===== src/include/z80_config.svh =====
`ifndef Z80_CONFIG_SVH
`define Z80_CONFIG_SVH

// T-states per machine cycle, the io count includes the automatic wait
`define Z80_M1_TSTATES  4
`define Z80_MEM_TSTATES 3
`define Z80_IO_TSTATES  4

// program counter value after reset
`define Z80_RESET_PC 16'h0000

// opcodes of the supported instruction subset
`define OP_NOP     8'h00
`define OP_LD_A_N  8'h3E
`define OP_LD_NN_A 8'h32
`define OP_LD_A_NN 8'h3A
`define OP_OUT_N_A 8'hD3
`define OP_IN_A_N  8'hDB
`define OP_JP_NN   8'hC3
`define OP_HALT    8'h76

`endif


===== src/verilog/z80_pkg.sv =====
package z80_pkg;

    // 16-bit address bus
    typedef logic [15:0] addr_t;

    // 8-bit data bus
    typedef logic [7:0] data_t;

    // refresh counter R, only the low 7 bits count
    typedef logic [6:0] refresh_t;

    // T-state number inside a machine cycle, T1 is 1
    typedef logic [2:0] tstate_t;

    // machine cycle kinds requested by the sequencer
    typedef enum logic [1:0] {
        CYCLE_NONE = 2'd0,
        CYCLE_M1   = 2'd1,
        CYCLE_MEM  = 2'd2,
        CYCLE_IO   = 2'd3
    } cycle_t;

    // sequencer FSM
    //   FETCH       waiting for the opcode fetch
    //   OPERAND_LO  waiting for the first operand byte
    //   OPERAND_HI  waiting for the second operand byte
    //   EXECUTE     waiting for the data cycle
    //   HALTED      repeating opcode fetches at the halt address
    typedef enum logic [2:0] {
        FETCH      = 3'd0,
        OPERAND_LO = 3'd1,
        OPERAND_HI = 3'd2,
        EXECUTE    = 3'd3,
        HALTED     = 3'd4
    } seq_state_t;

endpackage

===== src/verilog/z80_bus_if.sv =====
`timescale 1ns/1ps

interface z80_bus_if;
    import z80_pkg::*;

    // request side, cycle is non-NONE for a single clock
    cycle_t cycle;
    logic   wr;
    addr_t  addr;
    data_t  wdata;

    // result side
    data_t  rdata;
    logic   done;
    logic   busy;

    modport seq (
        output cycle, wr, addr, wdata,
        input  rdata, done, busy
    );

    modport cyc (
        input  cycle, wr, addr, wdata,
        output rdata, done, busy
    );

endinterface


===== src/verilog/mcycle.sv =====
`timescale 1ns/1ps

`include "z80_config.svh"

module mcycle (
    input  logic             clk,
    input  logic             rst,
    input  logic             wait_n,
    input  z80_pkg::data_t   read_d,
    z80_bus_if.cyc           bus,
    output z80_pkg::addr_t   addr,
    output z80_pkg::data_t   write_d,
    output logic             mreq_n,
    output logic             iorq_n,
    output logic             rd_n,
    output logic             wr_n,
    output logic             m1_n,
    output logic             rfsh_n
);
    import z80_pkg::*;

    localparam tstate_t M1_LAST   = tstate_t'(`Z80_M1_TSTATES);
    localparam tstate_t MEM_LAST  = tstate_t'(`Z80_MEM_TSTATES);
    localparam tstate_t IO_LAST   = tstate_t'(`Z80_IO_TSTATES);
    // wait_n is looked at in T2, or in TW for io
    localparam tstate_t WAIT_T    = 3'd2;
    localparam tstate_t IO_WAIT_T = 3'd3;

    logic     busy;
    tstate_t  tstate;
    cycle_t   cur_cycle;
    logic     cur_wr;
    refresh_t refresh;
    data_t    rdata_q;
    logic     done_q;

    logic     start;
    tstate_t  wait_t;
    logic     at_wait;
    logic     stall;
    logic     last_t;
    logic     is_read;

    logic     nxt_busy;
    tstate_t  nxt_tstate;
    cycle_t   nxt_cycle;
    logic     nxt_wr;

    // active-high strobes for the coming T-state
    logic     s_mreq;
    logic     s_iorq;
    logic     s_rd;
    logic     s_wr;
    logic     s_m1;
    logic     s_rfsh;

    function automatic tstate_t last_tstate(input cycle_t c);
        case (c)
            CYCLE_M1:  return M1_LAST;
            CYCLE_MEM: return MEM_LAST;
            CYCLE_IO:  return IO_LAST;
            default:   return 3'd1;
        endcase
    endfunction

    assign start   = !busy && (bus.cycle != CYCLE_NONE);
    assign wait_t  = (cur_cycle == CYCLE_IO) ? IO_WAIT_T : WAIT_T;
    assign at_wait = busy && (tstate == wait_t);
    assign stall   = at_wait && !wait_n;
    assign last_t  = (tstate == last_tstate(cur_cycle));
    assign is_read = (cur_cycle == CYCLE_M1) || !cur_wr;

    always_comb begin
        nxt_busy   = busy;
        nxt_tstate = tstate;
        nxt_cycle  = cur_cycle;
        nxt_wr     = cur_wr;
        if (!busy) begin
            if (start) begin
                nxt_busy   = 1'b1;
                nxt_tstate = 3'd1;
                nxt_cycle  = bus.cycle;
                nxt_wr     = bus.wr;
            end
        end else if (!stall) begin
            if (last_t) begin
                nxt_busy  = 1'b0;
                nxt_cycle = CYCLE_NONE;
            end else begin
                nxt_tstate = tstate + 3'd1;
            end
        end
    end

    // a stalled state maps to the same strobes, so outputs hold during waits
    always_comb begin
        s_mreq = 1'b0;
        s_iorq = 1'b0;
        s_rd   = 1'b0;
        s_wr   = 1'b0;
        s_m1   = 1'b0;
        s_rfsh = 1'b0;
        if (nxt_busy) begin
            case (nxt_cycle)
                CYCLE_M1: begin
                    s_m1   = (nxt_tstate <= 3'd2);
                    s_rd   = (nxt_tstate <= 3'd2);
                    s_mreq = (nxt_tstate <= 3'd3);
                    s_rfsh = (nxt_tstate >= 3'd3);
                end
                CYCLE_MEM: begin
                    s_mreq = nxt_wr || (nxt_tstate <= 3'd2);
                    s_rd   = !nxt_wr && (nxt_tstate <= 3'd2);
                    s_wr   = nxt_wr && (nxt_tstate == 3'd2);
                end
                CYCLE_IO: begin
                    s_iorq = (nxt_tstate == 3'd2) || (nxt_tstate == IO_WAIT_T);
                    s_rd   = !nxt_wr && s_iorq;
                    s_wr   = nxt_wr && s_iorq;
                end
                default: begin
                    s_mreq = 1'b0;
                end
            endcase
        end
    end

    always_ff @(posedge clk) begin
        if (rst) begin
            busy      <= 1'b0;
            tstate    <= 3'd1;
            cur_cycle <= CYCLE_NONE;
            cur_wr    <= 1'b0;
            refresh   <= '0;
            done_q    <= 1'b0;
            addr      <= '0;
            write_d   <= '0;
            mreq_n    <= 1'b1;
            iorq_n    <= 1'b1;
            rd_n      <= 1'b1;
            wr_n      <= 1'b1;
            m1_n      <= 1'b1;
            rfsh_n    <= 1'b1;
        end else begin
            busy      <= nxt_busy;
            tstate    <= nxt_tstate;
            cur_cycle <= nxt_cycle;
            cur_wr    <= nxt_wr;
            done_q    <= nxt_busy && (nxt_tstate == last_tstate(nxt_cycle));
            mreq_n    <= !s_mreq;
            iorq_n    <= !s_iorq;
            rd_n      <= !s_rd;
            wr_n      <= !s_wr;
            m1_n      <= !s_m1;
            rfsh_n    <= !s_rfsh;
            if (start) begin
                addr <= bus.addr;
                if (bus.wr && bus.cycle != CYCLE_M1) begin
                    write_d <= bus.wdata;
                end
            end else if (nxt_cycle == CYCLE_M1 && nxt_tstate >= 3'd3) begin
                // refresh address, I is always zero here
                addr <= {8'h00, 1'b0, refresh};
            end
            // R steps once per opcode fetch, after T4
            if (busy && cur_cycle == CYCLE_M1 && last_t) begin
                refresh <= refresh + 7'd1;
            end
        end
    end

    // read data is taken at the end of T2, or TW for io
    always_ff @(posedge clk) begin
        if (at_wait && wait_n && is_read) begin
            rdata_q <= read_d;
        end
    end

    assign bus.busy  = busy;
    assign bus.done  = done_q;
    assign bus.rdata = rdata_q;

    no_rd_wr_overlap: assert property (
        @(posedge clk) disable iff (rst)
        !(!rd_n && !wr_n)
    );

    no_mreq_iorq_overlap: assert property (
        @(posedge clk) disable iff (rst)
        !(!mreq_n && !iorq_n)
    );

    strobes_idle_when_free: assert property (
        @(posedge clk) disable iff (rst)
        !busy |-> (mreq_n && iorq_n && rd_n && wr_n && m1_n && rfsh_n)
    );

endmodule


===== src/verilog/sequencer.sv =====
`timescale 1ns/1ps

`include "z80_config.svh"

module sequencer (
    input  logic      clk,
    input  logic      rst,
    z80_bus_if.seq    bus
);
    import z80_pkg::*;

    seq_state_t state;
    seq_state_t nxt_state;
    addr_t      pc;
    addr_t      nxt_pc;
    addr_t      pc_inc;
    data_t      a_reg;
    data_t      nxt_a;
    data_t      opcode;
    data_t      operand_lo;

    // first fetch is issued in the clock after reset
    logic       kick;

    logic       req_valid;
    cycle_t     req_cycle;
    logic       req_wr;
    addr_t      req_addr;
    data_t      req_wdata;

    assign pc_inc = pc + 16'd1;

    // decode happens in the clock where done is high, so the next request
    // is ready right after the current cycle
    always_comb begin
        nxt_state = state;
        nxt_pc    = pc;
        nxt_a     = a_reg;
        req_valid = 1'b0;
        req_cycle = CYCLE_M1;
        req_wr    = 1'b0;
        req_addr  = pc;
        req_wdata = a_reg;

        if (kick) begin
            req_valid = 1'b1;
        end else if (bus.done) begin
            req_valid = 1'b1;
            case (state)
                FETCH: begin
                    // halt keeps pc on the halt opcode
                    if (bus.rdata != `OP_HALT) begin
                        nxt_pc   = pc_inc;
                        req_addr = pc_inc;
                    end
                    case (bus.rdata)
                        `OP_HALT: begin
                            nxt_state = HALTED;
                        end
                        `OP_LD_A_N, `OP_OUT_N_A, `OP_IN_A_N,
                        `OP_LD_NN_A, `OP_LD_A_NN, `OP_JP_NN: begin
                            nxt_state = OPERAND_LO;
                            req_cycle = CYCLE_MEM;
                        end
                        // NOP and every unknown opcode
                        default: begin
                            nxt_state = FETCH;
                        end
                    endcase
                end
                OPERAND_LO: begin
                    nxt_pc   = pc_inc;
                    req_addr = pc_inc;
                    case (opcode)
                        `OP_LD_A_N: begin
                            nxt_a     = bus.rdata;
                            nxt_state = FETCH;
                        end
                        `OP_OUT_N_A, `OP_IN_A_N: begin
                            // port address carries A on the high byte
                            nxt_state = EXECUTE;
                            req_cycle = CYCLE_IO;
                            req_wr    = (opcode == `OP_OUT_N_A);
                            req_addr  = {a_reg, bus.rdata};
                        end
                        default: begin
                            nxt_state = OPERAND_HI;
                            req_cycle = CYCLE_MEM;
                        end
                    endcase
                end
                OPERAND_HI: begin
                    nxt_pc   = pc_inc;
                    req_addr = {bus.rdata, operand_lo};
                    if (opcode == `OP_JP_NN) begin
                        nxt_pc    = {bus.rdata, operand_lo};
                        nxt_state = FETCH;
                    end else begin
                        nxt_state = EXECUTE;
                        req_cycle = CYCLE_MEM;
                        req_wr    = (opcode == `OP_LD_NN_A);
                    end
                end
                EXECUTE: begin
                    if (opcode == `OP_LD_A_NN || opcode == `OP_IN_A_N) begin
                        nxt_a = bus.rdata;
                    end
                    nxt_state = FETCH;
                end
                HALTED: begin
                    // fetched byte is thrown away
                    nxt_state = HALTED;
                end
                default: begin
                    nxt_state = FETCH;
                end
            endcase
        end
    end

    always_ff @(posedge clk) begin
        if (rst) begin
            state     <= FETCH;
            pc        <= `Z80_RESET_PC;
            a_reg     <= '0;
            kick      <= 1'b1;
            bus.cycle <= CYCLE_NONE;
        end else begin
            state     <= nxt_state;
            pc        <= nxt_pc;
            a_reg     <= nxt_a;
            kick      <= 1'b0;
            // request is a single-clock strobe
            bus.cycle <= req_valid ? req_cycle : CYCLE_NONE;
        end
    end

    always_ff @(posedge clk) begin
        if (bus.done && state == FETCH) begin
            opcode <= bus.rdata;
        end
        if (bus.done && state == OPERAND_LO) begin
            operand_lo <= bus.rdata;
        end
        if (req_valid) begin
            bus.wr    <= req_wr;
            bus.addr  <= req_addr;
            bus.wdata <= req_wdata;
        end
    end

    // mcycle must be idle when a request shows up, or it would be dropped
    req_only_when_idle: assert property (
        @(posedge clk) disable iff (rst)
        bus.cycle != CYCLE_NONE |-> !bus.busy
    );

endmodule


===== src/verilog/z80.sv =====
`timescale 1ns/1ps

module z80 (
    input  logic           clk,
    input  logic           rst,
    input  logic           wait_n,
    input  z80_pkg::data_t read_d,
    output z80_pkg::addr_t addr,
    output z80_pkg::data_t write_d,
    output logic           mreq_n,
    output logic           iorq_n,
    output logic           rd_n,
    output logic           wr_n,
    output logic           m1_n,
    output logic           rfsh_n
);

    // one machine-cycle request at a time between the two blocks
    z80_bus_if bus ();

    // instruction fetch, decode and execute
    sequencer sequencer_i (
        .clk (clk),
        .rst (rst),
        .bus (bus.seq)
    );

    // turns each request into T-states on the pins
    mcycle mcycle_i (
        .clk     (clk),
        .rst     (rst),
        .wait_n  (wait_n),
        .read_d  (read_d),
        .bus     (bus.cyc),
        .addr    (addr),
        .write_d (write_d),
        .mreq_n  (mreq_n),
        .iorq_n  (iorq_n),
        .rd_n    (rd_n),
        .wr_n    (wr_n),
        .m1_n    (m1_n),
        .rfsh_n  (rfsh_n)
    );

endmodule


===== config.mk =====
export PLATFORM = sky130hd
export DESIGN_NAME = z80
export DESIGN_NICKNAME = d
export VERILOG_FILES = /design/src/verilog/z80_pkg.sv /design/src/verilog/z80_bus_if.sv /design/src/verilog/mcycle.sv /design/src/verilog/sequencer.sv /design/src/verilog/z80.sv
export VERILOG_INCLUDE_DIRS = /design/src /design/src/include
export SDC_FILE = /design/constraint.sdc
export NUM_CORES = 1
export LEC_CHECK = 0
export BUFFER_PORTS_ARGS = -buffer_cell sky130_fd_sc_hd__buf_4
export CAP_MARGIN = 15
export CORE_MARGIN = 2
export CORE_UTILIZATION = 60
export CTS_BUF_LIST = sky130_fd_sc_hd__clkbuf_16
export DETAILED_ROUTE_END_ITERATION = 6
export HOLD_SLACK_MARGIN = 0.1
export PLACE_DENSITY_LB_ADDON = 0.08
export RECOVER_POWER = 100
export SETUP_SLACK_MARGIN = 0.3
export SYNTH_ARGS = -nofsm -noshare
export SYNTH_HDL_FRONTEND = slang
export SYNTH_SLANG_ARGS = --single-unit

===== constraint.sdc =====
create_clock -name clk -period 3.5 [get_ports clk]
set_input_delay 0.35 -clock clk [delete_from_list [all_inputs] [get_ports clk]]
set_output_delay 0.35 -clock clk [all_outputs]
set_load 0.02 [all_outputs]

==> impl_metrics.csv <==
group,metric,value,unit
die,core,0.01037,mm2
synthesis,async_reset_ff_frac,0,
cts,clkSinkCount,124,
final_layout,largestRegisters,"mcycle_i.addr: 16 flops, sequencer_i.bus.addr: 16 flops, sequencer_i.pc: 16 flops",
detailed_routing,via_count,5852,
setup_path,startpoint_type,"register",
synthesis,synthAdderAreaFrac,0.01556,
synthesis,synth_top_family_by_area,"simple AND/OR/NAND/NOR gates",
synthesis,synthesis.nets,699,
final_layout,drive_gt1_frac,0.09850,
final_layout,fin_nets,737,
cts,clk_latency,0.43,ns
detailed_routing,routed_wl,17.92,mm
die,pin_count,41,
setup_path,cp.buffers_inverters,1,
global_route,grt_pass1_wl,28.68,mm
detailed_routing,via_per_inst,6.750,
setup_path,worst-path-stages,7,
synthesis,ys_seq_area_frac,0.4621,
placement,post-dp-hpwl,12.06,mm
job,maxCapViolations,0,
synthesis,synthXorXnorAreaFrac,0.02859,
synthesis,syn-cell-area,0.006434,mm2
detailed_routing,wl_per_cell,20.67,um
timing,finalCritPeriodShare,0.9153,
synthesis,synth_compound_area_frac,0.2044,
final_layout,post-route-util,0.6996,
cts,cts_buffer_depth,2,
timing,slew_headroom,0.1829,
setup_path,crit_path_cell_trace,"nor3b_1 > o31a_1 > a21oi_1 > clkbuf_1 > o31ai_1 > a221oi_1 > o21ai_1",
timing,skew,0.01092,ns
timing,setup-tns-final,0,ns
final_layout,syn2layout_area_growth,12.76,%
synthesis,synth-seq-cells,124,
pwr,power_density,469.5,mW/mm2
global_route,grt_remaining_overflow,0,
cts,cts_buffers,17,
timing,finalWorstSetupSlack,0.2963,ns
setup_path,cp.required,3.77,ns
synthesis,ys_types,79,
timing,fin_hold_ws,0.3959,ns
global_route,grt_max_degree,61,
synthesis,yosysWarnings,0,
synthesis,synthSimpleGateAreaFrac,0.2240,
setup_path,critPathMaxFanout,13,
synthesis,yosys_most_used_dff,"dfxtp_1",
detailed_routing,ant_nets,0,
timing,drv_slew,0,
cts,cts_tree,"built",
detailed_routing,drt_iter0_drc,786,
die,start_util,0.6204,
die,die_x,107.6,um
die,fp.dieH,107.6,um
cts,post_cts_buffers,0,
timing,finalCriticalPeriod,3.204,ns
setup_path,rr_worst_depth,7,
detailed_routing,first_pass_iters,7,
pwr,leakage,2.548,nW
synthesis,avgSynthCellArea,9.461,um2
timing,rsz0062_at_grt,"no",
timing,tightest_slew,1.214,ns
timing,hold_viol_final,0,
min_path,hold_depth,1,
final_layout,diodes,0,
global_route,grt_use_total,0.3257,
setup_path,worstSetupEndpointType,"register",
setup_path,arrival,3.47,ns
pwr,vdd_drop_max,0.3385,mV
cts,path_clk_slew,0.06,ns
placement,io_buffer_count,40,
die,design.die.area,0.01157,mm2
setup_path,slowest_delay,0.87,ns
global_route,antenna_found_initial,0,
detailed_routing,drc,0,
cts,cts-htree-levels,4,
die,row_count,37,
timing,max_freq,312.1,MHz
synthesis,synth_cells,680,
synthesis,synth_edf_count,49,
placement,gp_congestion,0.9713,
min_path,hp-class,"in2reg",
setup_path,slowest_stage,"nor3b_1",
cts,root_buffer,"clkbuf_16",
global_route,grt_pass1_vias,5461,
placement,dp_slack,0.2550,ns
timing,setup_viol_count_final,0,
status,status,"completed",
setup_path,critical_path_class,"reg2reg",
setup_path,critical-path-top-delay-family,"compound AO/OA/AOI/OAI gates",
synthesis,synth_mux_area_frac,0.02625,
## per-stage QoR
stage / std cells / power (mW) / cell area (um2)
after global placement: 827 / 1.812 / 6835
final: 867 / 3.406 / 7254
after CTS: 866 / 3.418 / 7447
after detailed placement: 827 / 1.818 / 6835
after global routing: 867 / 3.505 / 7254
after floorplan: 680 / 1.748 / 6434
## worst reg2reg max path, delay by kind of cell, from the launching register on
kind                   cells  cell delay, ns
AO/OA/AOI/OAI              5            1.38
buffers and inverters      1            0.23
flip-flops                 1            0.56
AND/OR/NAND/NOR            1            0.87
## layer usage
layer	vias up	part of all wire	global-route usage
met1	2769	0.41	0.4300
met3	56	0.094	0.07930
met2	361	0.46	0.5063
met5	-	0	0
li1	2666	-	-
met4	0	0.031	0.1502
## cells in the mapped netlist (all sizes together), types with 4 or more instances
cell    count  area [um2]
dfxtp      75        1501
nor2       75       294.0
nand2      51       191.4
edfxtp     49        1471
a21oi      44       220.2
nor3       34       170.2
o21ai      31       170.2
clkbuf     30       113.9
nand3      29       145.1
buf        16       88.83
a221oi     14       122.6
mux2i      13       146.4
nor4       13       117.6
inv        12       45.04
a211oi     11       82.58
a32o       11       110.1
xnor2      11       96.34
or4        10       75.07
xor2       10       87.58
ha          8       100.1
nand4       8       50.05
o311a       7       70.07
o31ai       7       52.55
or3         7       43.79
nand2b      6       37.54
o211ai      6       58.81
or2         6       37.54
a22oi       5       37.54
a31oi       5       31.28
and2        5       31.28
a21o        4       30.03
a221o       4       40.04
and3        4       25.02
nor2b       4       25.02
or3b        4       35.04
## final cells by class
type                    instances  area (um2)
multi-input cells             497        3166
fillers                       841        3115
flip-flops and latches        124        2973
clock buffers                  17       425.4
repair buffers                 65       357.8
well taps                     136       170.2
clock inverters                15       113.9
inverters                      13       48.80
## cells in the final DEF, fill, tap and decap left out, drive strengths merged, types with 5 or more instances in the layout
cell type and count:
a211oi 11, a21oi 44, a221oi 14, a22oi 5
a31oi 5, a32o 11, and2 5, buf 9
clkbuf 65, clkinv 11, dfxtp 75, dlygate4sd3 8
edfxtp 49, ha 8, inv 17, mux2i 13
nand2 51, nand2b 6, nand3 29, nand4 8
nor2 75, nor3 34, nor4 13, o211ai 6
o21ai 31, o311a 7, o31ai 7, or2 6
or3 7, or4 10, xnor2 11, xor2 10
## cell families (layout without fill, tap and decap cells)
kind of cell	after synthesis	in the layout
flops	124	124
simple gates	272	272
fa+ha+maj	8	8
compound gates	181	181
xor+xnor	21	21
buf+inv	59	110
mux	15	15
## worst paths after layout
| check | start | end | slack [ns] |
|---|---|---|---|
| setup / recovery | sequencer_i.state[0]$_SDFFE_PP0P_ | sequencer_i.bus.addr[12]$_DFFE_PN_ | 0.30 |
| hold / removal | rst | sequencer_i.kick$_DFF_P_ | 0.40 |
| setup reg to reg | sequencer_i.state[0]$_SDFFE_PP0P_ | sequencer_i.bus.addr[12]$_DFFE_PN_ | 0.30 |
| hold reg to reg | mcycle_i.write_d[1]$_SDFFE_PP0P_ | mcycle_i.write_d[1]$_SDFFE_PP0P_ | 0.46 |
## power by group
| group | internal (mW) | switching [mW] |
|---|---|---|
| clock | 0.912 | 0.704 |
| sequential | 1.54 | 0.0339 |
| combinational | 0.0786 | 0.133 |
## what timing repair did
item	CTS	global route
setup endpoints to repair	9	2
hold endpoints to repair	7	1
hold buffers	7	1
gates resized for setup	1	1
Note: power is estimated with default switching activity, not from simulation.
